### src/verilog/sync_fifo.sv
// synchronous first-word-fall-through FIFO with parameterized depth and width
module sync_fifo #(
    parameter int depth = 4,
    parameter int width = 8
) (
    input  logic                       clk,
    input  logic                       arst_n,
    input  logic                       push,
    input  logic [width-1:0]           push_data,
    input  logic                       pop,
    output logic [width-1:0]           pop_data,
    output logic                       empty,
    output logic                       full,
    output logic [$clog2(depth+1)-1:0] count
);

    localparam int ptr_w = (depth > 1) ? $clog2(depth) : 1;
    localparam int cnt_w = $clog2(depth + 1);

    logic [width-1:0] mem [depth];
    logic [ptr_w-1:0] wr_ptr;
    logic [ptr_w-1:0] rd_ptr;

    // wraps at depth, so depth need not be a power of two
    function automatic logic [ptr_w-1:0] next_ptr(input logic [ptr_w-1:0] ptr);
        if (ptr == ptr_w'(depth - 1)) begin
            return '0;
        end
        return ptr + 1'b1;
    endfunction

    always_ff @(posedge clk) begin
        if (push) begin
            mem[wr_ptr] <= push_data;
        end
    end

    always_ff @(posedge clk or negedge arst_n) begin
        if (!arst_n) begin
            wr_ptr <= '0;
            rd_ptr <= '0;
            count  <= '0;
        end else begin
            if (push) begin
                wr_ptr <= next_ptr(wr_ptr);
            end
            if (pop) begin
                rd_ptr <= next_ptr(rd_ptr);
            end
            case ({push, pop})
                2'b10:   count <= count + 1'b1;
                2'b01:   count <= count - 1'b1;
                default: count <= count;  // idle or push with pop
            endcase
        end
    end

    assign pop_data = mem[rd_ptr];  // head is visible without a pop
    assign empty    = (count == '0);
    assign full     = (count == cnt_w'(depth));

endmodule
### config.mk
export PLATFORM = sky130hd
export DESIGN_NAME = sync_fifo
export DESIGN_NICKNAME = d
export VERILOG_FILES = /design/src/verilog/sync_fifo.sv
export SDC_FILE = /design/constraint.sdc
export NUM_CORES = 1
export LEC_CHECK = 0
export ABC_AREA = 1
export BUFFER_PORTS_ARGS = -buffer_cell sky130_fd_sc_hd__buf_4
export CORE_ASPECT_RATIO = 1.5
export CORE_MARGIN = 1
export CORE_UTILIZATION = 60
export DETAILED_ROUTE_END_ITERATION = 8
export PLACE_DENSITY = 0.83
export SLEW_MARGIN = 20
export SYNTH_ARGS = -nofsm -noshare
export SYNTH_HDL_FRONTEND = slang
export SYNTH_SLANG_ARGS = --single-unit
### constraint.sdc
create_clock -name clk -period 2.8 [get_ports clk]
set_input_delay 0.42 -clock clk [delete_from_list [all_inputs] [get_ports clk]]
set_output_delay 0.42 -clock clk [all_outputs]
set_load 0.01 [all_outputs]
**Word-level counts from Yosys, hierarchy flattened**

Memory sizes are Yosys's and may differ from the RTL's.
Index checks and enable logic that the tools add are counted.

- Output and inout port bits: 13
- Bits in registers: 7
- Memories: 1
- Bits of input ports: 12
- Memory bits (writable): 32

Memories:

| memory | words | bits a word | read ports | clocked after memory_dff | write ports | line | source |
|---|---|---|---|---|---|---|---|
| mem | 4 | 8 | 1 | 0 | 1 | 20 | `logic [width-1:0] mem [depth];` |

- Eq/ne operators: 5
- Add/sub/neg operators: 4
- Reductions and logical operators: 2
- Muxes and demuxes: 11

Operator list:

| operator | count |
|---|---|
| two-way mux 2 bit | 4 |
| == test 2 bit, second input constant | 3 |
| two-way mux 1 bit | 6 |
| one-hot mux 3 bit (2 select lines) | 1 |
| adder 2 x 1 -> 2 bit, second input constant | 2 |
| adder 3 x 1 -> 3 bit, second input constant | 1 |
| == test 3 bit, second input constant | 1 |
| logical NOT 3 bit | 1 |
| subtractor 3 x 1 -> 3 bit, second input constant | 1 |
| == test 2 x 1 -> 1 bit, second input constant | 1 |
| nonzero test 2 bit | 1 |

**Longest topological paths before layout**

Gate-level depths: netlist of the first run.

- Depth after elaboration: 4
- Depth in mapped cells: 10

**Least setup slack after synthesis of the first run**

OpenSTA, ideal clock, no wires.

- Path kind: in2reg
- Start point: input push
- End point: register count[2]
- Stages: 9
- Data arrival time: 1.430 ns
- Path slack: 1.253 ns
- Path buffers: 1
- Setup time: 0.117 ns
- Cells stage by stage: buf_2 inv_1 ha_1 inv_1 fa_1 nand2_1 nand3_1 nand2_1 nand2_1

- Longest elaborated chain between the ends: 2
- Elaborated cells between the ends (all ways): 4

Ends and longest elaborated chain:

| item | line | source |
|---|---|---|
| start, declared | 8 | `input logic push,` |
| == test 2 x 1 -> 1 bit / == test 2 bit (equally long branches) | 50 | `case ({push, pop})` |
| one-hot mux 3 bit (2 select lines) / nonzero test 2 bit (equally long branches) | -- |  |
| end signal, assigned | 51 | `2'b10: count <= count + 1'b1;` |
| end signal, assigned | 52 | `2'b01: count <= count - 1'b1;` |
| end signal, assigned | 53 | `default: count <= count;` |
| end, declared | 14 | `output logic [$clog2(depth+1)-1:0] count` |

Several ways; a longest one is shown, not always the timed one.
A chain may end at the register's enable or synchronous reset.

**Worst setup path after layout of the first run**

- Start point: register rd_ptr[0]
- End point: output pop_data[2]

- Longest elaborated chain between the ends: 1

Ends and longest elaborated chain:

| item | line | source |
|---|---|---|
| start, declared | 22 | `logic [ptr_w-1:0] rd_ptr;` |
| start signal, assigned | 48 | `rd_ptr <= next_ptr(rd_ptr);` |
| memory read (4 x 8 bit) | -- |  |
| end, declared | 11 | `output logic [width-1:0] pop_data,` |

No other way between the ends.

==> impl_metrics.py, run 1 <==
metrics = {
    "final_layout": {
        "syn2layout_area_growth_pct": 15.9,
        "nets": 192,
        "fillers": 205,
        "final_core_util": 0.734,
        "final_cell_mix": "nand2_1 (36), edfxtp_1 (32), inv_1 (29), buf_4 (24), o211ai_1 (16)",
        "drive_gt1_frac": 0.184,
        "num_antenna_cells": 0,
        "final_cell_area_sq_um": 1980,
        "finalNonFillerCells": 211,
        "final_common_cell": "nand2_1",
    },
    "sta": {
        "slew_headroom": 0.672,
        "tightest_slew_ns": 0.491,
        "period_share": 0.714,
        "setup_violations": 0,
        "fin_setup_tns_ns": 0,
        "finalCriticalPeriod_ns": 2.00,
        "final-hold-violation-count": 0,
        "drv_slew": 0,
        "rsz0062_at_grt": "false",
        "clock_skew_ns": 0.00628,
        "max_clock_freq_mhz": 500,
    },
    "floorplan": {
        "io_pins": 25,
        "core_area_sq_um": 2710,
        "start_util": 0.633,
        "std_cell_rows": 23,
        "die_y_um": 67.4,
        "die_w_um": 45.6,
        "die_area_sq_um": 3080,
    },
    "critical_path": {
        "slowest_stage": "dfrtp_1",
        "slowest_delay_ns": 0.40,
        "critPathTopFamily": "buffers and inverters",
        "crit_path_cell_trace": "inv_2, nand2_1, o211ai_1, nand2_1, buf_4",
        "critPathLaunch": "rd_ptr[0]",
        "criticalPathCategory": "register to output port",
        "cp.required_ns": 2.38,
        "end_kind": "output port",
        "worstReg2RegStart": "count[0]",
        "cp_common_cell": "nand2_1",
        "crit_buf_inv": 2,
        "cp-start-kind": "register",
        "crit_arrival_ns": 1.58,
        "worstPathMaxFanout": 33,
    },
    "routing": {
        "postRouteAntennaNets": 0,
        "wl_um": 3000,
        "dr_total_vias": 1093,
        "first_iter_violations": 19,
        "drc": 0,
        "via_per_inst": 5.18,
        "drt_pre_antenna_iters": 4,
        "wl_per_cell_um": 14.2,
    },
    "min_path": {
        "hold_class": "input port to register",
        "hold_path.startpoint": "push_data[4]",
    },
    "synth": {
        "syn_avg_cell_area_sq_um": 11.7,
        "yosysSeqAreaShare": 0.663,
        "syn_inst": 146,
        "ys_warn_count": 0,
        "synthesis.nets": 165,
        "synth_area_sq_um": 1710,
        "ys_types": 18,
        "ys_ff_latch": 39,
    },
    "clock_network": {
        "clock_path_buffers": 2,
        "cts-root-buf": "clkbuf_8",
        "cts_buffers": 5,
        "cts_tree": "yes",
        "clock_sinks": 39,
        "cts_resized": 0,
        "clkLatencyLatePin_ns": 0.29,
        "h-tree-depth": 2,
        "clk_pin_slew_ns": 0.07,
    },
    "placement": {
        "hpwl_um": 2040,
        "routabilityCongestion": 0.663,
        "port_buffers": 24,
        "dp_cells": 202,
        "place_area_sq_um": 1890,
    },
    "run_status": {
        "outcome": "completed",
    },
    "pwr": {
        "leakage_nw": 0.899,
        "power_frac_comb": 0.366,
        "max-vdd-ir-drop_uv": 641,
        "p_seq_frac": 0.452,
        "p_per_area_nw_per_um2": 961,
        "p_sw_w": 0.000669,
        "clkPwrFrac": 0.182,
        "intPower_w": 0.00124,
        "switching_share": 0.351,
    },
    "global_routing": {
        "grt_pass1_vias": 1031,
        "grt_max_degree": 34,
        "overflow": 0,
        "antenna_found_initial": 0,
        "grt_first_pass_wirelength_um": 4580,
        "track_usage": 0.233,
    },
    "run": {
        "cap_viol_max_count": 0,
    },
}
==> final timing paths <==
path	endpoint	slack (ns)	cells after the start
max in group asynchronous	count[0]	2.20	2
min in group asynchronous	count[1]	0.47	2
min	mem[2][4]	0.33	1
max	pop_data[2]	0.80	5
min reg2reg	wr_ptr[0]	0.54	1
max reg2reg	count[2]	1.39	6
==> synthesized netlist by cell type <==
cell type  number  share of area
nand2_1        36          0.079
edfxtp_1       32           0.56
inv_1          29          0.064
o211ai_1       16          0.070
dfrtp_1         7           0.10
ha_1            6          0.044
o21ai_0         5          0.015
buf_6           3          0.020
inv_2           2         0.0044
nor3_1          2         0.0058
a21oi_1         1         0.0029
buf_2           1         0.0029
buf_4           1         0.0044
fa_1            1          0.012
nand3_1         1         0.0029
nand4_1         1         0.0037
nor2_1          1         0.0022
xnor2_1         1         0.0051
==> stage by stage <==
stage / setup slack, ns / power (W) / hold WS (ns)
2_1_floorplan: 1.25 / 0.00130 / 0.124
3_3_place_gp: 1.23 / 0.00151 / 0.237
3_5_place_dp: 1.12 / 0.00157 / 0.238
4_1_cts: 0.799 / 0.00192 / 0.327
5_1_grt: 0.681 / 0.00204 / 0.318
6_report: 0.802 / 0.00191 / 0.332
==> cell type report <==
class | count | area [sq um] | share of cell area
Sequential cell | 39 | 1140 | 0.573
Inverter | 31 | 116 | 0.0586
Tap cell | 37 | 46.3 | 0.0233
Clock buffer | 7 | 76.3 | 0.0385
Timing Repair Buffer | 25 | 190 | 0.0958
Clock inverter | 1 | 5.00 | 0.00252
Multi-Input combinational cell | 71 | 414 | 0.209
==> flip-flops by register name, indices dropped and copies added, names as in the netlist <==
signal / count
count: 3
mem: 32
rd_ptr: 2
wr_ptr: 2
==> per-layer routing <==
layer | GRT usage | share of wire
met2 | 0.450 | 0.61
met5 | 0 | 0
met3 | 0.0668 | 0.040
met4 | 0.114 | 0.019
met1 | 0.202 | 0.33
==> repair_timing <==
item,CTS,global route
endpoints found under the hold margin,7,0
buffers inserted,0,0
hold buffers,1,0
==> logic make-up (layout without fill, tap and decap cells) <==
logic type	Yosys count	count (layout)	share of synthesized area
and+or+nand+nor	41	41	0.0935
DFF	39	39	0.663
buffers and inverters	36	64	0.0950
AOI/OAI and AO/OA	22	22	0.0877
adders and majority gates	7	7	0.0555
xor gates and xnor gates	1	1	0.00511
==> power groups by stage <==
stage / clock [W] / combinational, W / sequential (W)
global placement: 0 / 0.000645 / 0.000864
finish: 0.000347 / 0.000697 / 0.000863
CTS: 0.000352 / 0.000706 / 0.000863
floorplan: 0 / 0.000453 / 0.000847
global route: 0.000380 / 0.000783 / 0.000878
detailed placement: 0 / 0.000698 / 0.000874
==> worst register-to-register path, cell delays in order, from the launching register on <==
cell and delay, ns:
dfrtp_1 0.44, inv_1 0.10, fa_1 0.45, nand2_1 0.12
nand3_1 0.09, nand2_1 0.07, nand2_1 0.05
Power figures use the tool's default switching activity.
==> inputs of run 2 (changes only) <==
--- a/config.mk
+++ b/config.mk
@@ -9,9 +9,9 @@
 export BUFFER_PORTS_ARGS = -buffer_cell sky130_fd_sc_hd__buf_4
 export CORE_ASPECT_RATIO = 1.5
 export CORE_MARGIN = 1
-export CORE_UTILIZATION = 60
+export CORE_UTILIZATION = 50
 export DETAILED_ROUTE_END_ITERATION = 8
-export PLACE_DENSITY = 0.83
+export PLACE_DENSITY = 0.74
 export SLEW_MARGIN = 20
 export SYNTH_ARGS = -nofsm -noshare
 export SYNTH_HDL_FRONTEND = slang
==> constraint.sdc (replaced) <==
create_clock -name clk -period 1.65 [get_ports clk]
set_input_delay 0.2475 -clock clk [delete_from_list [all_inputs] [get_ports clk]]
set_output_delay 0.2475 -clock clk [all_outputs]
set_load 0.01 [all_outputs]
==> run 2 against run 1 <==
Clock skew is essentially flat; via count grew 2.7%; wire length grew 3.1%; cell area up 5.2%; critical path depth did not move; die area grew 19%; sequential power grew 67%; setup slack worse by 0.75 ns; critical path type unchanged.
==> impl_metrics.py, run 2 (synthesis results as in run 1) <==
metrics = {
    "clock_network": {
        "clkLatencyLatePin_ns": 0.28,
        "cts-root-buf": "clkbuf_8",
        "cts_buffers": 5,
        "h-tree-depth": 2,
        "cts_tree": "yes",
        "post_cts_buffers": 0,
        "clk_pin_slew_ns": 0.07,
        "clock_path_buffers": 2,
        "clock_sinks": 39,
    },
    "sta": {
        "holdWs_ns": 0.158,
        "tightest_slew_ns": 0.393,
        "period_share": 0.966,
        "drv_slew": 0,
        "rsz0062_at_grt": "true",
        "slew_headroom": 0.737,
        "fin_setup_tns_ns": 0,
        "final-hold-violation-count": 0,
        "clock_skew_ns": 0.00579,
        "finalCriticalPeriod_ns": 1.59,
        "max_clock_freq_mhz": 627,
        "setup_violations": 0,
    },
    "final_layout": {
        "reg_top3": "mem x32, count x3",
        "final_cell_area_sq_um": 2090,
        "final_common_cell": "nand2_1",
        "nets": 197,
        "drive_gt1_frac": 0.207,
        "fillers": 265,
        "multi_input_area_sq_um": 414,
        "finalNonFillerCells": 219,
        "num_antenna_cells": 0,
        "top_register": "mem",
        "largest_register_ffs": 32,
        "final_cell_mix": "nand2_1 (36), edfxtp_1 (32), inv_1 (29), buf_4 (23), o211ai_1 (16)",
        "ff_latch_area_sq_um": 1140,
        "syn2layout_area_growth_pct": 21.8,
    },
    "min_path": {
        "hold_end": "mem[1][7]",
        "hold_path_depth": 1,
        "hold_class": "input port to register",
        "hold_path.startpoint": "push_data[7]",
    },
    "critical_path": {
        "worstPathMaxFanout": 8,
        "crit_buf_inv": 3,
        "criticalPathCategory": "register to output port",
        "slowest_delay_ns": 0.41,
        "setup.reg_to_reg.worst_slack_ns": 0.27,
        "reg2regPathDepth": 6,
        "cp-start-kind": "register",
        "worstReg2RegEnd": "count[2]",
        "crit_arrival_ns": 1.35,
        "crit_path_cell_trace": "inv_4, clkbuf_16, o211ai_1, nand2_1, buf_6",
        "critPathLaunch": "rd_ptr[0]",
        "worstReg2RegStart": "count[0]",
        "slowest_stage": "dfrtp_1",
        "critPathTopFamily": "flip-flops",
        "end_kind": "output port",
        "cp.required_ns": 1.40,
    },
    "routing": {
        "postRouteAntennaNets": 0,
        "dr_total_vias": 1122,
        "wl_per_cell_um": 14.1,
        "drc": 0,
        "first_iter_violations": 18,
        "via_per_inst": 5.12,
        "drt_pre_antenna_iters": 4,
        "wl_um": 3100,
    },
    "floorplan": {
        "io_pins": 25,
        "die_y_um": 73.7,
        "std_cell_rows": 25,
        "die_area_sq_um": 3670,
        "start_util": 0.532,
        "die_w_um": 49.8,
        "core_area_sq_um": 3220,
    },
    "placement": {
        "port_buffers": 24,
        "hpwl_um": 1990,
        "routabilityCongestion": 0.670,
        "place_area_sq_um": 1920,
        "dp_cells": 207,
    },
    "global_routing": {
        "grt_first_pass_wirelength_um": 4490,
        "use_met2": 0.306,
        "gr-max-usage-layer": "met2",
        "met3_usage": 0.0559,
        "track_usage": 0.175,
        "overflow": 0,
        "grt_max_degree": 33,
        "met1_usage": 0.174,
        "antenna_found_initial": 0,
        "grt_pass1_vias": 1048,
    },
    "run_status": {
        "outcome": "completed",
    },
    "run": {
        "cap_viol_max_count": 0,
    },
    "pwr": {
        "max-vdd-ir-drop_uv": 1010,
        "leakage_nw": 0.947,
        "total_power_w": 0.00346,
        "p_per_area_nw_per_um2": 1660,
    },
}
## run 2: changes by cell type in the layout (fill, tap and decap cells not counted), sizes merged
| cell | delta |
|---|---|
| buf | +3 |
| clkbuf | +2 |
## run 2: worst max-delay path by stage
stage	to	cells after the start
after detailed placement	count[2]	9
after CTS	pop_data[3]	6
after global placement	count[2]	9
after floorplan	count[2]	9
after global routing	pop_data[1]	5
final	pop_data[3]	5
## run 2: final cells by class
| cell class | count | share of cell area |
|---|---|---|
| clock buffers | 7 | 0.0366 |
| clock inverters | 1 | 0.00240 |
| flip-flops and latches | 39 | 0.544 |
| inverters | 31 | 0.0570 |
| multi-input cells | 71 | 0.198 |
| repair buffers | 30 | 0.137 |
| well taps | 40 | 0.0240 |
## run 2: routing by layer
layer / share of wire / vias up / wire length [um]
met5: 0 / - / 0
met2: 0.55 / 35 / 1690
met4: 0.026 / 0 / 82
li1: - / 547 / -
met3: 0.050 / 9 / 155
met1: 0.38 / 531 / 1170
## run 2: worst reg2reg max path, delay by kind of cell, from the launching register on
| kind | cells | cell delay [ns] |
|---|---|---|
| buffers and inverters | 1 | 0.09 |
| AND/OR/NAND/NOR | 4 | 0.32 |
| adder cells (fa/ha/maj) | 1 | 0.43 |
| flip-flops | 1 | 0.43 |
## run 2: what timing repair did
action | in CTS | in global routing
hold buffers | 1 | 0
resized for setup | 0 | 3
hold endpoints to repair | 7 | 0
setup endpoints to repair | 0 | 5
## run 2: power by group
part | switching (W) | leakage (nW) | internal [W] | total, W
combinational | 0.000762 | 0.527 | 0.000668 | 0.00143
clock | 0.000292 | 0.0422 | 0.000296 | 0.000588
sequential | 0.000128 | 0.378 | 0.00131 | 0.00144
total | 0.00118 | 0.947 | 0.00227 | 0.00346
## run 2: through the flow
| stage | worst slack, ns | utilization |
|---|---|---|
| after floorplan | 0.276 | - |
| after global placement | 0.258 | 0.597 |
| after detailed placement | 0.169 | 0.597 |
| after CTS | 0.0495 | 0.626 |
| after global routing | -0.0118 | 0.648 |
| final | 0.0563 | 0.648 |
==> inputs of run 3 (changes only) <==
--- a/config.mk
+++ b/config.mk
@@ -5,13 +5,12 @@
 export SDC_FILE = /design/constraint.sdc
 export NUM_CORES = 1
 export LEC_CHECK = 0
-export ABC_AREA = 1
 export BUFFER_PORTS_ARGS = -buffer_cell sky130_fd_sc_hd__buf_4
 export CORE_ASPECT_RATIO = 1.5
 export CORE_MARGIN = 1
-export CORE_UTILIZATION = 50
+export CORE_UTILIZATION = 49
 export DETAILED_ROUTE_END_ITERATION = 8
-export PLACE_DENSITY = 0.74
+export PLACE_DENSITY = 0.73
 export SLEW_MARGIN = 20
 export SYNTH_ARGS = -nofsm -noshare
 export SYNTH_HDL_FRONTEND = slang
==> constraint.sdc (replaced) <==
create_clock -name clk -period 1.3 [get_ports clk]
set_input_delay 0.195 -clock clk [delete_from_list [all_inputs] [get_ports clk]]
set_output_delay 0.195 -clock clk [all_outputs]
set_load 0.01 [all_outputs]
==> run 3 against run 2 <==
The run now ends with negative setup slack left; largest cell class unchanged; total power increased by 29%; largest power group unchanged; non-clock buffer count increased by 9; clock skew shrank 0.0026 ns; highest routed layer unchanged; cell count is 25% lower.
==> impl_metrics.py, run 3 <==
metrics = {
    "final_layout": {
        "final_common_cell": "edfxtp_1",
        "fillers": 186,
        "top_register": "mem",
        "reg_top3": "mem x32, count x3",
        "final_cell_area_sq_um": 2110,
        "finalNonFillerCells": 164,
        "final_cell_mix": "edfxtp_1 (32), buf_4 (21), buf_6 (13), mux4_2 (8), inv_2 (6)",
        "nets": 143,
        "drive_gt1_frac": 0.536,
        "syn2layout_area_growth_pct": 34.4,
        "num_antenna_cells": 0,
        "largest_register_ffs": 32,
    },
    "sta": {
        "clock_skew_ns": 0.00322,
        "setup_violations": 10,
        "final-hold-violation-count": 0,
        "max_clock_freq_mhz": 596,
        "rsz0062_at_grt": "true",
        "tightest_slew_ns": 0.231,
        "finalCriticalPeriod_ns": 1.68,
        "slew_headroom": 0.846,
        "drv_slew": 0,
        "setup_slack_ns": -0.378,
        "period_share": 1.29,
    },
    "synth": {
        "synth_area_leader_cell": "edfxtp_1",
        "ys_types": 19,
        "yosysMostFrequentCell": "edfxtp_1",
        "synth_area_leaders": "edfxtp_1 (61%), mux4_2 (11%), dfrtp_1 (11%)",
        "syn_avg_cell_area_sq_um": 19.7,
        "yosys.area.top_type_share": 0.611,
        "synth_area_sq_um": 1570,
        "synthFlopType": "edfxtp_1",
        "async_reset_ff_frac": 0.179,
        "synthTopCellsByCount": "edfxtp_1 (32), mux4_2 (8), dfrtp_1 (7)",
        "synthesis.nets": 99,
        "synth-edff-count": 32,
        "ys_ff_latch": 39,
        "ys_warn_count": 0,
        "yosysSeqAreaShare": 0.722,
        "syn_inst": 80,
    },
    "pwr": {
        "leakage_nw": 0.820,
        "switching_share": 0.291,
        "p_sw_w": 0.00130,
        "power_frac_comb": 0.416,
        "clkPwrFrac": 0.168,
        "intPower_w": 0.00317,
        "p_seq_frac": 0.416,
        "p_per_area_nw_per_um2": 2120,
        "max-vdd-ir-drop_uv": 1180,
    },
    "critical_path": {
        "slowest_delay_ns": 0.51,
        "end_kind": "output port",
        "cp.required_ns": 1.11,
        "slowest_stage": "mux4_2",
        "worstPathMaxFanout": 6,
        "crit_path_cell_trace": "buf_12, mux4_2, buf_6",
        "cp-start-kind": "register",
        "crit_buf_inv": 2,
        "critPathTopFamily": "multiplexers",
        "crit_arrival_ns": 1.48,
        "criticalPathCategory": "register to output port",
    },
    "floorplan": {
        "die_w_um": 48.3,
        "io_pins": 25,
        "die_area_sq_um": 3450,
        "core_area_sq_um": 2970,
        "start_util": 0.529,
        "std_cell_rows": 24,
        "die_y_um": 71.4,
    },
    "routing": {
        "first_iter_violations": 19,
        "via_per_inst": 5.09,
        "wl_um": 2600,
        "drc": 0,
        "dr_total_vias": 834,
        "postRouteAntennaNets": 0,
        "wl_per_cell_um": 15.8,
        "drt_pre_antenna_iters": 2,
    },
    "global_routing": {
        "grt_max_degree": 12,
        "antenna_found_initial": 0,
        "grt_pass1_vias": 943,
        "overflow": 0,
        "grt_first_pass_wirelength_um": 4340,
        "track_usage": 0.195,
    },
    "clock_network": {
        "clk_pin_slew_ns": 0.07,
        "h-tree-depth": 2,
        "clock_sinks": 39,
        "clock_path_buffers": 2,
        "clkLatencyLatePin_ns": 0.28,
        "cts_tree": "yes",
        "cts-root-buf": "clkbuf_8",
        "cts_buffers": 5,
    },
    "run_status": {
        "violations": "negative setup slack",
        "outcome": "finished, violations left",
    },
    "min_path": {
        "hold_class": "input port to register",
    },
    "run": {
        "cap_viol_max_count": 0,
    },
    "placement": {
        "port_buffers": 24,
        "hpwl_um": 1900,
        "routabilityCongestion": 0.653,
        "dp_cells": 154,
        "dp_worst_setup_slack_ns": -0.154,
        "place_area_sq_um": 1950,
    },
}
-- run 3: cell count changes after synthesis, moves of 2 or more --
cell / previous run / this run
and2_1: 0 / 4
mux4_2: 0 / 8
xor2_1: 0 / 2
o21ai_0: 5 / 2
mux2_2: 0 / 2
o211ai_1: 16 / 0
inv_2: 2 / 0
buf_6: 3 / 1
nand2_1: 36 / 1
inv_1: 29 / 6
-- run 3: area by class of cell --
type / instances / area, sq um / share of cell area
timing repair buffer: 39 / 394 / 0.187
tap: 39 / 48.8 / 0.0231
multi-input combinational: 33 / 427 / 0.202
sequential: 39 / 1140 / 0.539
inverter: 6 / 22.5 / 0.0107
clock buffer: 7 / 76.3 / 0.0361
clock inverter: 1 / 5.00 / 0.00237
-- run 3: final timing paths --
check	slack, ns	end	start	cells after the start
setup / recovery	-0.38	pop_data[4]	rd_ptr[0]	3
hold / removal	0.11	mem[2][6]	push_data[6]	1
setup reg to reg	-0.01	count[2]	count[1]	5
hold reg to reg	0.54	count[2]	count[2]	1
max in group asynchronous	0.91	rd_ptr[0]	arst_n	2
min in group asynchronous	0.26	wr_ptr[1]	arst_n	2
-- run 3: stage by stage --
| stage | total power, W | TNS, ns | hold slack (ns) | utilization |
|---|---|---|---|---|
| 2_1_floorplan | 0.00267 | 0 | -0.101 | - |
| 3_3_place_gp | 0.00344 | -0.661 | 0.0119 | 0.655 |
| 3_5_place_dp | 0.00352 | -0.956 | 0.0150 | 0.655 |
| 4_1_cts | 0.00442 | -3.34 | 0.0950 | 0.699 |
| 5_1_grt | 0.00476 | -3.43 | 0.0962 | 0.711 |
| 6_report | 0.00447 | -2.89 | 0.111 | 0.711 |
-- run 3: repair_timing --
| item | 4_1_cts | 5_1_grt |
|---|---|---|
| endpoints found under the setup margin | 11 | 32 |
| pin swaps | 2 | 0 |
| hold endpoints to repair | 7 | 0 |
| resized for setup | 9 | 12 |
| setup buffers | 1 | 0 |
| hold buffers | 1 | 0 |
-- run 3: cells by family (layout without fill, tap and decap cells) --
| kind of cell | after synthesis | in the layout | synth area share |
|---|---|---|---|
| flip-flops | 39 | 39 | 0.722 |
| AO/OA/AOI/OAI | 2 | 2 | 0.00636 |
| buffers and inverters | 8 | 53 | 0.0247 |
| AND/OR/NAND/NOR | 10 | 10 | 0.0342 |
| adder cells (fa/ha/maj) | 7 | 7 | 0.0605 |
| multiplexers | 11 | 11 | 0.135 |
| XOR/XNOR | 3 | 3 | 0.0167 |
-- run 3: routing by layer --
| metal | routed length [um] | up-vias | track usage |
|---|---|---|---|
| met4 | 27 | 0 | 0.0833 |
| met1 | 919 | 418 | 0.183 |
| met5 | 0 | - | 0 |
| li1 | - | 390 | - |
| met2 | 1550 | 22 | 0.351 |
| met3 | 99 | 4 | 0.0655 |
-- run 3: power by group through the flow --
stage                     combinational [W]  clock, W  sequential [W]
after floorplan                    0.000878         0         0.00179
after global placement              0.00160         0         0.00184
after detailed placement            0.00166         0         0.00186
after CTS                           0.00179  0.000784         0.00184
after global routing                0.00204  0.000822         0.00189
final                               0.00186  0.000750         0.00186
