[config.mk]
export PLATFORM = sky130hd
export DESIGN_NAME = mem_ctrl
export DESIGN_NICKNAME = d
export VERILOG_FILES = /design/src/verilog/spram_pkg.sv /design/src/verilog/mem_ctrl.sv
export SDC_FILE = /design/constraint.sdc
export NUM_CORES = 1
export LEC_CHECK = 0
export ABC_CLOCK_PERIOD_IN_PS = 2700
export BUFFER_PORTS_ARGS = -buffer_cell sky130_fd_sc_hd__buf_2
export CAP_MARGIN = 20
export CORE_AREA = 2 2 62 64
export CTS_BUF_LIST = sky130_fd_sc_hd__clkbuf_4
export DETAILED_ROUTE_END_ITERATION = 12
export DIE_AREA = 0 0 64 66
export GPL_TIMING_DRIVEN = 1
export PLACE_DENSITY = 0.71
export SETUP_SLACK_MARGIN = 0.1
export SLEW_MARGIN = 20
export SYNTH_ARGS = -nofsm -noshare
export SYNTH_HDL_FRONTEND = slang
export SYNTH_SLANG_ARGS = --single-unit
[constraint.sdc]
create_clock -name clk -period 2.7 [get_ports clk]
set_input_delay 0.27 -clock clk [delete_from_list [all_inputs] [get_ports clk]]
set_output_delay 0.27 -clock clk [all_outputs]
set_load 0.05 [all_outputs]
[src/verilog/spram_pkg.sv]
// data and address widths, their vector types and the request entry width
package spram_pkg;

    localparam int dw = 32;  // data word width
    localparam int aw = 8;   // word address width, 256 words total

    typedef logic [dw-1:0] data_t;  // data word or per-bit write mask
    typedef logic [aw-1:0] addr_t;  // word address

    // request queue entry, msb first: we, addr, wmask, wdata
    localparam int req_w = 1 + aw + 2 * dw;

endpackage

[src/verilog/mem_ctrl.sv]
// issue control, request credit return and response credit tracking
module mem_ctrl #(
    parameter int rsp_depth   = 4,
    parameter int rsp_credits = 2
) (
    input  logic                           clk,
    input  logic                           arst_n,
    input  logic [spram_pkg::req_w-1:0]    head,       // request queue head
    input  logic                           req_empty,
    input  logic [$clog2(rsp_depth+1)-1:0] rsp_count,
    input  logic                           rsp_empty,
    input  logic                           rsp_credit,  // consumer returns one credit
    output logic                           req_pop,
    output logic                           req_credit,
    output logic                           mem_ce,
    output logic                           mem_we,
    output spram_pkg::addr_t               mem_addr,
    output spram_pkg::data_t               mem_wmask,
    output spram_pkg::data_t               mem_din,
    output logic                           rsp_push,
    output logic                           rsp_pop,
    output logic                           rsp_valid
);

    localparam int dw    = spram_pkg::dw;
    localparam int aw    = spram_pkg::aw;
    localparam int req_w = spram_pkg::req_w;
    localparam int crd_w = $clog2(rsp_credits + 1);

    logic             head_we;
    logic             rsp_room;     // a read issued now has a slot
    logic             issue;
    logic             rd_inflight;  // read data lands on dout next cycle
    logic [crd_w-1:0] credit_cnt;

    // unpack head entry: we, addr, wmask, wdata
    assign head_we   = head[req_w-1];
    assign mem_addr  = head[req_w-2 -: aw];
    assign mem_wmask = head[2*dw-1 -: dw];
    assign mem_din   = head[dw-1:0];

    // the read in flight already owns a slot in the response queue
    assign rsp_room = (int'(rsp_count) + int'(rd_inflight)) < rsp_depth;

    // writes never need response space
    assign issue   = !req_empty && (head_we || rsp_room);
    assign req_pop = issue;
    assign mem_ce  = issue;
    assign mem_we  = issue && head_we;

    always_ff @(posedge clk or negedge arst_n) begin
        if (!arst_n) begin
            rd_inflight <= 1'b0;
            req_credit  <= 1'b0;
        end else begin
            rd_inflight <= issue && !head_we;
            req_credit  <= issue;  // one credit per popped entry
        end
    end

    assign rsp_push = rd_inflight;  // dout is valid this cycle

    // response side: send only while a consumer credit is held
    assign rsp_pop   = !rsp_empty && (credit_cnt != '0);
    assign rsp_valid = rsp_pop;

    always_ff @(posedge clk or negedge arst_n) begin
        if (!arst_n) begin
            credit_cnt <= crd_w'(rsp_credits);
        end else begin
            case ({rsp_credit, rsp_valid})
                2'b10:   credit_cnt <= credit_cnt + 1'b1;
                2'b01:   credit_cnt <= credit_cnt - 1'b1;
                default: credit_cnt <= credit_cnt;  // none, or return and spend
            endcase
        end
    end

endmodule

### Word-level counts from Yosys, hierarchy flattened

Index checks and enable logic that the tools add are counted.

| operators by class | value |
|---|---|
| add/sub/neg operators | 3 |
| magnitude comparators | 1 |
| equality and inequality tests | 2 |
| multiplexer cells | 1 |
| reduce and logical (&&, ||, !) cells | 10 |

Operators by type and width:

| cell | count |
|---|---|
| $add A3 B1 Y4 | 1 |
| $logic_and A1 B1 Y1 | 4 |
| $lt A4 B3 Y1 const B | 1 |
| $pmux W2 S2 | 1 |
| $reduce_bool A2 Y1 | 2 |
| $logic_not A1 Y1 | 3 |
| $add A2 B1 Y2 const B | 1 |
| $eq A2 B1 Y1 const B | 1 |
| $eq A2 B2 Y1 const B | 1 |
| $sub A2 B1 Y2 const B | 1 |
| $logic_or A1 B1 Y1 | 1 |

| word-level totals | value |
|---|---|
| register bits after elaboration | 4 |
| logic and storage cells | 20 |

### Logic depth before layout (Yosys ltp)

Gate-level depths: netlist of run 1.

| logic depth | value |
|---|---|
| depth after elaboration | 5 |
| depth in mapped cells | 6 |
| depth with buffers taken out | 6 |

### Worst setup path after synthesis of run 1

Ideal clock, no wire load.

| path | value |
|---|---|
| path type | reg2out |
| start | register rd_inflight, in the netlist rsp_push |
| end | output req_pop |
| arrival | 1.886 ns |
| required time | 2.430 ns |
| slack | 0.544 ns |
| cell stages (with the launch flop) | 5 |
| path buffers | 1 |
| path through | dfrtp_1 -> a31oi_1 -> nor2_1 -> nor2_1 -> buf_4 |

| on the way | value |
|---|---|
| word-level cells in the longest chain between the ends | 4 |

RTL lines:

| element | line | text |
|---|---|---|
| start: declaration | mem_ctrl.sv:33 | `logic rd_inflight;` |
| start signal: assignment | mem_ctrl.sv:56 | `rd_inflight <= issue && !head_we;` |
| $add A3 B1 Y4 | mem_ctrl.sv:43 | `assign rsp_room = (int'(rsp_count) + int'(rd_inflight)) < rsp_depth;` |
| $lt A4 B3 Y1 | mem_ctrl.sv:43 |  |
| $logic_or A1 B1 Y1 | mem_ctrl.sv:46 | `assign issue = !req_empty && (head_we \|\| rsp_room);` |
| $logic_and A1 B1 Y1 | mem_ctrl.sv:46 |  |
| end: declaration | mem_ctrl.sv:13 | `output logic req_pop,` |

No other way between the ends.

### Worst setup path after layout of run 1

Same ends and word-level chain as after synthesis.

==> results of run 1 <==
report_power, final:
group | total, uW | leakage [uW] | switching [uW] | internal, uW
Sequential | 97.6 | 0.0000479 | 13.1 | 84.5
Combinational | 126 | 0.000104 | 82.8 | 43.2
Clock | 92.2 | 0.0000184 | 26.6 | 65.6
Total | 316 | 0.000170 | 122 | 193
kinds of logic after synthesis:
group / Yosys count
xor+xnor: 3
compound gates: 1
fa+ha+maj: 1
simple gates: 7
flops: 4
buf+inv: 75
final cells by class:
cell class	count	area, sq um
fillers	409	3193
flip-flops and latches	4	101.3
repair buffers	16	85.08
multi-input cells	12	77.57
well taps	48	60.06
clock buffers	4	30.03
inverters	1	3.754
final timing paths:
path,to,cells past startpoint
min reg2reg,credit_cnt[0],1
max reg2reg,credit_cnt[1],5
min,rsp_push,2
max in group asynchronous,credit_cnt[1],2
max,req_pop,4
min in group asynchronous,req_credit,2
cells in the mapped netlist:
master	count	area share (%)
sky130_fd_sc_hd__nor3b_1	1	1.0
sky130_fd_sc_hd__inv_1	1	0.51
sky130_fd_sc_hd__dfrtp_1	3	10
sky130_fd_sc_hd__buf_4	74	75
sky130_fd_sc_hd__nor2b_1	1	0.85
sky130_fd_sc_hd__xnor2_1	2	2.4
sky130_fd_sc_hd__dfstp_2	1	3.6
sky130_fd_sc_hd__xor2_1	1	1.2
sky130_fd_sc_hd__a31oi_1	1	0.85
sky130_fd_sc_hd__nor2_1	5	2.5
sky130_fd_sc_hd__ha_1	1	1.7
metrics by stage:
stage	instances	hold WS [ns]	util (%)	worst slack (ns)	power [uW]
floorplan	91	-0.02559	-	0.5443	489.6
CTS	85	0.2120	10.08	1.028	324.6
global route	85	0.2218	10.08	0.9040	340.9
finish	85	0.2278	10.08	0.9945	315.8
detailed placement	80	0.08255	8.950	1.276	224.6
global placement	80	0.08140	8.950	1.296	223.6
registers in the layout, summed over array words and instances, names as in the netlist:
register / flops
rsp_push: 1
req_credit: 1
credit_cnt: 2
worst register-to-register path, stage by stage (launching register included):
cell                      delay (ns)
sky130_fd_sc_hd__dfstp_2        0.52
sky130_fd_sc_hd__nor2_1         0.04
sky130_fd_sc_hd__nor2_1         0.17
sky130_fd_sc_hd__ha_1           0.29
sky130_fd_sc_hd__nor2_1         0.13
sky130_fd_sc_hd__xor2_1         0.17
metal layers:
| metal | wire length, um | up-vias | track usage [%] | part of all wire [%] |
|---|---|---|---|---|
| met5 | 0 | - | 0 | 0 |
| met4 | 300 | 0 | 13.04 | 25 |
| met3 | 267 | 50 | 5.451 | 22 |
| met2 | 395 | 38 | 6.120 | 33 |
| met1 | 229 | 101 | 2.259 | 19 |
| li1 | - | 93 | - | - |
timing repair:
item                       in CTS  in global routing
hold buffers                    1                  0
hold endpoints to repair        3                  0
setup endpoints to repair       0                  0
==> flow_metrics.env, run 1 <==
export IMPL_crit_chain="a31oi_1 -> nor2_1 -> nor2_1 -> buf_2"
export IMPL_rsz0062_at_grt="false"
export IMPL_post_synth_cell_area_avg_sq_um=8.112
export IMPL_placement_rows=22
export IMPL_drt_first_pass_iters=1
export IMPL_worst_skew_pair_late_latency_ns=0.24
export IMPL_part_of_the_yosys_area_used_for_sequential_elements_pct=13.73
export IMPL_synth_adder_area_share_pct=1.695
export IMPL_status="finished clean"
export IMPL_critPathTopFamily="flip-flops"
export IMPL_clock_root_buffer="sky130_fd_sc_hd__clkbuf_4"
export IMPL_critPathArrivalTime_ns=1.44
export IMPL_setup_worst_path_end_class="primary output"
export IMPL_global_route_wire_length_before_repair_um=1559
export IMPL_floorplan_die_height_um=66
export IMPL_tritoncts="yes"
export IMPL_drt_first_iter_violations=0
export IMPL_synth_xor_area_share_pct=3.559
export IMPL_final_hold_violation_count=0
export IMPL_cts_buffers=3
export IMPL_placed_area_sq_um=317.8
export IMPL_die_width_um=64
export IMPL_setup_viol=0
export IMPL_crit_required_ns=2.43
export IMPL_worst_slew_slack_as_a_fraction_of_its_limit_pct=82.95
export IMPL_reg2reg_from="credit_cnt[1]"
export IMPL_areaGrowthSynthToFinish_pct=-51.53
export IMPL_critical_path_class="reg -> out"
export IMPL_max_cap_violations=0
export IMPL_postRouteAntennaNets=0
export IMPL_tritoncts_num_sinks=4
export IMPL_postLayoutCellArea_sq_um=357.8
export IMPL_post_cts_setup_buffers=0
export IMPL_worst_path_largest_cell_delay_ns=0.37
export IMPL_port_buffer_count=15
export IMPL_setup_total_negative_slack_ns=0
export IMPL_min_period_ns=1.706
export IMPL_finish_net_count=120
export IMPL_dr_total_vias=282
export IMPL_dominant_combinational_cell_family_by_area_after_synthesis="buffers and inverters"
export IMPL_postCtsResizedCells=0
export IMPL_cp_buffers_inverters=1
export IMPL_globalplace_congestion=0.6504
export IMPL_synth_seq_cells=4
export IMPL_grt_max_degree=5
export IMPL_antenna_fix_cells=0
export IMPL_fraction_of_the_mapped_netlist_area_in_compound_gates_pct=0.8475
export IMPL_worstMarginPinSlew_ns=0.2575
export IMPL_vias_per_cell=3.318
export IMPL_worst_setup_path_startpoint="rsp_push"
export IMPL_basic_gate_share_of_the_synthesized_area_counting_and_or_nand_and_nor_cells_pct=4.407
export IMPL_post_route_period_util_pct=63.17
export IMPL_hold_start="req_empty"
export IMPL_grt_usage_pct=5.381
export IMPL_timing_critical_path_mode_cell="sky130_fd_sc_hd__nor2_1"
export IMPL_crit_fanout=3
export IMPL_core_area_sq_mm=0.003551
export IMPL_post_route_cells_drive_above_1_share_pct=54.05
export IMPL_mappedNetlistNets=173
export IMPL_synthMuxAreaShare_pct=0
export IMPL_top_level_ports=160
export IMPL_clock_path_buffers=2
export IMPL_worst_setup_hold_path_clk_slew_ns=0.04
export IMPL_routed_wl_um=1192
export IMPL_drt_drc_violations_left=0
export IMPL_vias_in_the_first_global_route=324
export IMPL_power_per_cell_area_mw_per_mm2=882.4
export IMPL_holdCritPathClass="in -> reg"
export IMPL_critical_path_startpoint_type="flop"
export IMPL_yosys_warnings=0
export IMPL_detailed_place_hpwl_um=898.2
export IMPL_initial_antenna_violation_count=0
export IMPL_postSynthCellCount=91
export IMPL_setup_reg_to_reg_worst_slack_ns=1.31
export IMPL_die_area_sq_mm=0.004224
export IMPL_crit_slowest_cell="sky130_fd_sc_hd__dfrtp_1"
export IMPL_ctsHtreeMaxLevel=1
export IMPL_max_freq_mhz=586.3
export IMPL_final_max_slew_violation_count=0
export IMPL_initial_utilization_pct=20.79
export IMPL_fin_worst_skew_ns=0.00007941
export IMPL_yosys_cell_types_count=11
export IMPL_commonest_non_fill_non_tap_cells_in_the_layout="15 x sky130_fd_sc_hd__buf_2, 5 x sky130_fd_sc_hd__nor2_1, 4 x sky130_fd_sc_hd__clkbuf_4"
export IMPL_mostFrequentLayoutCell="sky130_fd_sc_hd__buf_2"
export IMPL_grt_overflow=0
export IMPL_power_leakage_uw=0.0001703
export IMPL_wl_per_cell_um=14.02
export IMPL_post_syn_area_sq_um=738.2
export IMPL_vdd_drop_max_mv=0.2054
No activity file was read; power rests on OpenSTA's default activity.
==> run 2: changes to the inputs <==
--- a/config.mk
+++ b/config.mk
@@ -5,7 +5,7 @@
 export SDC_FILE = /design/constraint.sdc
 export NUM_CORES = 1
 export LEC_CHECK = 0
-export ABC_CLOCK_PERIOD_IN_PS = 2700
+export ABC_CLOCK_PERIOD_IN_PS = 1700
 export BUFFER_PORTS_ARGS = -buffer_cell sky130_fd_sc_hd__buf_2
 export CAP_MARGIN = 20
 export CORE_AREA = 2 2 62 64
==> constraint.sdc (replaced) <==
create_clock -name clk -period 1.7 [get_ports clk]
set_input_delay 0.17 -clock clk [delete_from_list [all_inputs] [get_ports clk]]
set_output_delay 0.17 -clock clk [all_outputs]
set_load 0.05 [all_outputs]
==> flow_metrics.env, run 2 (synthesized netlist as in run 1, its figures left out) <==
export IMPL_core_area_sq_mm=0.003551
export IMPL_critical_path_startpoint_type="flop"
export IMPL_die_area_sq_mm=0.004224
export IMPL_tritoncts_num_sinks=4
export IMPL_worst_setup_hold_path_clk_slew_ns=0.05
export IMPL_switching_part_of_the_total_power_pct=40.70
export IMPL_share_clk_of_total_power_pct=29.7
export IMPL_grt_max_degree=5
export IMPL_worst_skew_pair_late_latency_ns=0.25
export IMPL_regToRegEndpoint="credit_cnt[1]"
export IMPL_drt_first_iter_violations=0
export IMPL_ctsHtreeMaxLevel=1
export IMPL_clock_root_buffer="sky130_fd_sc_hd__clkbuf_4"
export IMPL_critPathArrivalTime_ns=1.29
export IMPL_worst_setup_path_startpoint="rsp_push"
export IMPL_largest_register_ff_count=2
export IMPL_tritoncts="yes"
export IMPL_setup_worst_path_end_class="primary output"
export IMPL_port_buffer_count=15
export IMPL_initial_antenna_violation_count=0
export IMPL_reg2reg_from="credit_cnt[0]"
export IMPL_worst_path_largest_cell_delay_ns=0.38
export IMPL_placed_area_sq_um=332.8
export IMPL_areaGrowthSynthToFinish_pct=-49.49
export IMPL_power_per_cell_area_mw_per_mm2=1411
export IMPL_final_max_slew_violation_count=0
export IMPL_crit_slowest_cell="sky130_fd_sc_hd__dfrtp_1"
export IMPL_largest_register_by_flop_count="credit_cnt"
export IMPL_holdCritPathClass="in -> reg"
export IMPL_placement_rows=22
export IMPL_final_hold_violation_count=0
export IMPL_clock_path_buffers=2
export IMPL_grt_usage_pct=5.453
export IMPL_commonest_non_fill_non_tap_cells_in_the_layout="15 x sky130_fd_sc_hd__buf_2, 4 x sky130_fd_sc_hd__clkbuf_4, 3 x sky130_fd_sc_hd__nor2_1, 3 x sky130_fd_sc_hd__dfrtp_1"
export IMPL_grt_overflow=0
export IMPL_max_cap_violations=0
export IMPL_setup_total_negative_slack_ns=0
export IMPL_worst_r2r_path_depth=5
export IMPL_crit_required_ns=1.53
export IMPL_postCtsResizedCells=0
export IMPL_wl_per_cell_um=13.41
export IMPL_power_share_combinational_pct=40.7
export IMPL_post_route_period_util_pct=85.66
export IMPL_status="finished clean"
export IMPL_vias_in_the_first_global_route=324
export IMPL_finish_net_count=120
export IMPL_top_level_ports=160
export IMPL_globalplace_congestion=0.5728
export IMPL_global_route_wire_length_before_repair_um=1628
export IMPL_cell_internal_pwr_uw=312.0
export IMPL_fin_worst_skew_ns=0.0001063
export IMPL_mostFrequentLayoutCell="sky130_fd_sc_hd__buf_2"
export IMPL_cp_buffers_inverters=1
export IMPL_min_period_ns=1.456
export IMPL_postLayoutCellArea_sq_um=372.9
export IMPL_routed_wl_um=1140
export IMPL_postRouteAntennaNets=0
export IMPL_vias_per_cell=3.388
export IMPL_crit_chain="a31oi_1 -> nor2_1 -> nor2_4 -> buf_2"
export IMPL_die_width_um=64
export IMPL_drt_drc_violations_left=0
export IMPL_setup_reg_to_reg_worst_slack_ns=0.38
export IMPL_power_leakage_uw=0.0001726
export IMPL_timing_critical_path_depth=4
export IMPL_vdd_drop_max_mv=0.3066
export IMPL_max_freq_mhz=686.7
export IMPL_setup_viol=0
export IMPL_nFillCells=415
export IMPL_rsz0062_at_grt="false"
export IMPL_critical_path_class="reg -> out"
export IMPL_post_route_cells_drive_above_1_share_pct=59.46
export IMPL_worstMarginPinSlew_ns=0.2636
export IMPL_cts_buffers=3
export IMPL_switching_power_uw=214.2
export IMPL_dr_total_vias=288
export IMPL_floorplan_die_height_um=66
export IMPL_critPathCapture="mem_ce"
export IMPL_initial_utilization_pct=20.79
export IMPL_crit_fanout=3
export IMPL_antenna_fix_cells=0
export IMPL_drt_first_pass_iters=1
export IMPL_critPathTopFamily="flip-flops"
export IMPL_worst_slew_slack_as_a_fraction_of_its_limit_pct=82.55
export IMPL_seq_power_share_pct=29.5
[run 2: changes by cell type in the layout (fill, tap and decap cells not counted)]
cell,previous run,this run
sky130_fd_sc_hd__nor2_1,5,3
sky130_fd_sc_hd__nor2_4,0,2
[run 2: power groups by stage]
stage / Sequential (uW) / Clock, uW / Combinational [uW]
after floorplan: 163 / 0 / 626
after global placement: 156 / 0 / 213
after detailed placement: 157 / 0 / 215
after CTS: 156 / 165 / 219
after global routing: 161 / 169 / 237
final: 155 / 156 / 214
[run 2: final cells by class]
class                           instances  area [sq um]  area share (%)
Multi-Input combinational cell         12         92.59           24.83
Inverter                                1         3.754           1.007
Timing Repair Buffer                   16         85.08           22.82
Sequential cell                         4         101.3           27.18
Tap cell                               48         60.06           16.11
Clock buffer                            4         30.03           8.054
[run 2: through the flow]
| step | setup slack (ns) | cells | hold slack (ns) | total power, uW | utilization [%] |
|---|---|---|---|---|---|
| floorplan | 0.1007 | 91 | -0.1256 | 789.6 | - |
| global placement | 0.3994 | 80 | -0.01554 | 368.9 | 9.373 |
| detailed placement | 0.3735 | 80 | -0.01650 | 372.4 | 9.373 |
| CTS | 0.2109 | 85 | 0.07797 | 539.9 | 10.50 |
| global route | 0.1496 | 85 | 0.09698 | 566.9 | 10.50 |
| finish | 0.2438 | 85 | 0.09184 | 526.2 | 10.50 |
[run 2: how the worst min path moves through the flow]
stage,from,end,cells past startpoint
finish,head[72],rsp_push,2
global placement,arst_n,rsp_push,1
global route,head[72],rsp_push,2
floorplan,arst_n,credit_cnt[0],0
CTS,head[72],rsp_push,2
detailed placement,arst_n,rsp_push,1
[run 2: worst reg2reg max path: stages, from the launching register on]
cell and delay (ns):
sky130_fd_sc_hd__dfrtp_1 0.40, sky130_fd_sc_hd__nor2_1 0.20, sky130_fd_sc_hd__nor2_4 0.05, sky130_fd_sc_hd__ha_1 0.30
sky130_fd_sc_hd__nor2_1 0.14, sky130_fd_sc_hd__xor2_1 0.17
[run 2: metal layers]
layer,share of wire [%],global-route usage [%],vias to the layer above,wire (um)
li1,-,-,94,-
met5,0,0,-,0
met3,25,5.622,48,290
met4,22,12.23,0,252
met1,20,2.977,100,225
met2,33,5.729,46,372
[run 2: timing repair]
action                     in CTS  in global routing
setup endpoints to repair       0                  0
hold endpoints to repair        4                  0
hold buffers                    1                  0
setup buffers                   0                  0
==> run 3: changes to the inputs <==
--- a/config.mk
+++ b/config.mk
@@ -14,7 +14,7 @@
 export DIE_AREA = 0 0 64 66
 export GPL_TIMING_DRIVEN = 1
 export PLACE_DENSITY = 0.71
-export SETUP_SLACK_MARGIN = 0.1
+export SETUP_SLACK_MARGIN = 0.4
 export SLEW_MARGIN = 20
 export SYNTH_ARGS = -nofsm -noshare
 export SYNTH_HDL_FRONTEND = slang
==> flow_metrics.env, run 3 (synthesized netlist as in run 1, its figures left out) <==
export IMPL_status="finished clean"
export IMPL_layout_setup_ws_ns=0.3440
export IMPL_rsz0062_at_grt="true"
export IMPL_power_per_cell_area_mw_per_mm2=1393
export IMPL_drt_drc_violations_left=0
export IMPL_power_leakage_uw=0.0002019
export IMPL_grt_usage_pct=6.498
export IMPL_final_hold_violation_count=0
export IMPL_tritoncts="yes"
export IMPL_final_max_slew_violation_count=0
export IMPL_antenna_fix_cells=0
export IMPL_initial_antenna_violation_count=0
export IMPL_setup_reg_to_reg_worst_slack_ns=0.36
export IMPL_worst_skew_pair_late_latency_ns=0.24
export IMPL_setup_viol=0
export IMPL_tritoncts_num_sinks=4
export IMPL_largest_register_ff_count=2
export IMPL_postRouteAntennaNets=0
export IMPL_die_area_sq_mm=0.004224
export IMPL_critical_path_startpoint_type="flop"
export IMPL_drt_first_pass_iters=2
export IMPL_post_place_ws_ns=0.4252
export IMPL_initial_utilization_pct=20.79
export IMPL_max_freq_mhz=737.4
export IMPL_post_route_period_util_pct=79.77
export IMPL_max_cap_violations=0
export IMPL_hold_start="head[72]"
export IMPL_vdd_drop_max_mv=0.1845
export IMPL_cts_buffers=3
export IMPL_post_route_cells_drive_above_1_share_pct=82.50
export IMPL_min_period_ns=1.356
export IMPL_core_area_sq_mm=0.003551
export IMPL_die_width_um=64
export IMPL_worst_setup_hold_path_clk_slew_ns=0.04
export IMPL_setup_total_negative_slack_ns=0
export IMPL_areaGrowthSynthToFinish_pct=-34.92
export IMPL_routed_wl_um=1367
export IMPL_crit_chain="a31oi_4 -> nor2_2 -> nor2_4 -> buf_6"
export IMPL_crit_slowest_cell="sky130_fd_sc_hd__dfrtp_2"
export IMPL_wl_per_cell_um=15.53
export IMPL_clock_root_buffer="sky130_fd_sc_hd__clkbuf_4"
export IMPL_holdCritPathClass="in -> reg"
export IMPL_grt_max_degree=5
export IMPL_placed_area_sq_um=359.1
export IMPL_cp_buffers_inverters=1
export IMPL_placement_rows=22
export IMPL_dr_total_vias=299
export IMPL_drt_first_iter_violations=2
export IMPL_nFillCells=402
export IMPL_reg2reg_from="credit_cnt[1]"
export IMPL_globalplace_congestion=0.5844
export IMPL_worst_path_largest_cell_delay_ns=0.41
export IMPL_worst_setup_path_startpoint="rsp_push"
export IMPL_global_route_wire_length_before_repair_um=1994
export IMPL_crit_required_ns=1.53
export IMPL_floorplan_die_height_um=66
export IMPL_port_buffer_count=15
export IMPL_largest_register_by_flop_count="credit_cnt"
export IMPL_commonest_non_fill_non_tap_cells_in_the_layout="11 x sky130_fd_sc_hd__buf_2, 4 x sky130_fd_sc_hd__clkbuf_4, 3 x sky130_fd_sc_hd__nor2_4, 3 x sky130_fd_sc_hd__buf_6, 3 x sky130_fd_sc_hd__buf_4"
export IMPL_fin_worst_skew_ns=0.006236
export IMPL_worstMarginPinSlew_ns=0.2560
export IMPL_critPathArrivalTime_ns=1.19
export IMPL_worst_slew_slack_as_a_fraction_of_its_limit_pct=83.05
export IMPL_grt_overflow=0
export IMPL_vias_per_cell=3.398
export IMPL_crit_fanout=3
export IMPL_mostFrequentLayoutCell="sky130_fd_sc_hd__buf_2"
export IMPL_postLayoutCellArea_sq_um=480.5
export IMPL_clock_path_buffers=2
export IMPL_vias_in_the_first_global_route=361
export IMPL_top_level_ports=160
export IMPL_critical_path_class="reg -> out"
export IMPL_setup_worst_path_end_class="primary output"
export IMPL_fin_hold_ws_ns=0.1382
export IMPL_finish_net_count=123
export IMPL_ctsHtreeMaxLevel=1
export IMPL_critPathTopFamily="flip-flops"
-- run 3: cell count changes in the layout (fill, tap and decap cells not counted), sizes merged --
cell | before | now
buf | 15 | 18
-- run 3: area by class of cell --
type                    count  area (sq um)  share of cell area (%)
flip-flops and latches      4         102.6                   21.35
well taps                  48         60.06                   12.50
repair buffers             19         136.4                   28.39
multi-input cells          12         147.6                   30.73
clock buffers               4         30.03                   6.250
inverters                   1         3.754                  0.7812
-- run 3: timing repair --
item / CTS / global route
buffers inserted: 2 / 1
endpoints found under the hold margin: 4 / 0
endpoints found under the setup margin: 5 / 5
pin swaps: 2 / 4
hold buffers: 1 / 0
gates resized for setup: 12 / 2
-- run 3: per-layer routing --
layer | GRT usage, % | wire, um | up-vias
met5 | 0 | 0 | -
met4 | 12.23 | 214 | 0
li1 | - | - | 98
met3 | 7.496 | 343 | 32
met2 | 7.422 | 533 | 50
met1 | 3.487 | 276 | 119
-- run 3: worst reg2reg max path, delay by kind of cell (launching register included) --
family | cells | cell delay (ns)
and+or+nand+nor | 3 | 0.33
adders and majority gates | 1 | 0.24
DFF | 1 | 0.53
xor gates and xnor gates | 1 | 0.16
-- run 3: worst paths after layout --
check | endpoint | cells past startpoint
max | req_pop | 4
max in group asynchronous | credit_cnt[1] | 2
max reg2reg | credit_cnt[1] | 5
min | rsp_push | 2
min reg2reg | credit_cnt[0] | 2
min in group asynchronous | credit_cnt[0] | 2
-- run 3: report_power, final --
part           total (uW)  leakage [uW]  internal, uW  switching, uW
sequential            153     0.0000464           135           18.5
combinational         371      0.000137           169            202
clock                 145     0.0000184           104           40.9
-- run 3: through the flow --
stage / std cells / power (uW) / util (%)
final: 88 / 669.3 / 13.53
after global routing: 88 / 715.6 / 13.53
after CTS: 87 / 638.2 / 12.97
after detailed placement: 80 / 416.0 / 10.11
after global placement: 80 / 412.7 / 10.11
after floorplan: 91 / 834.1 / -
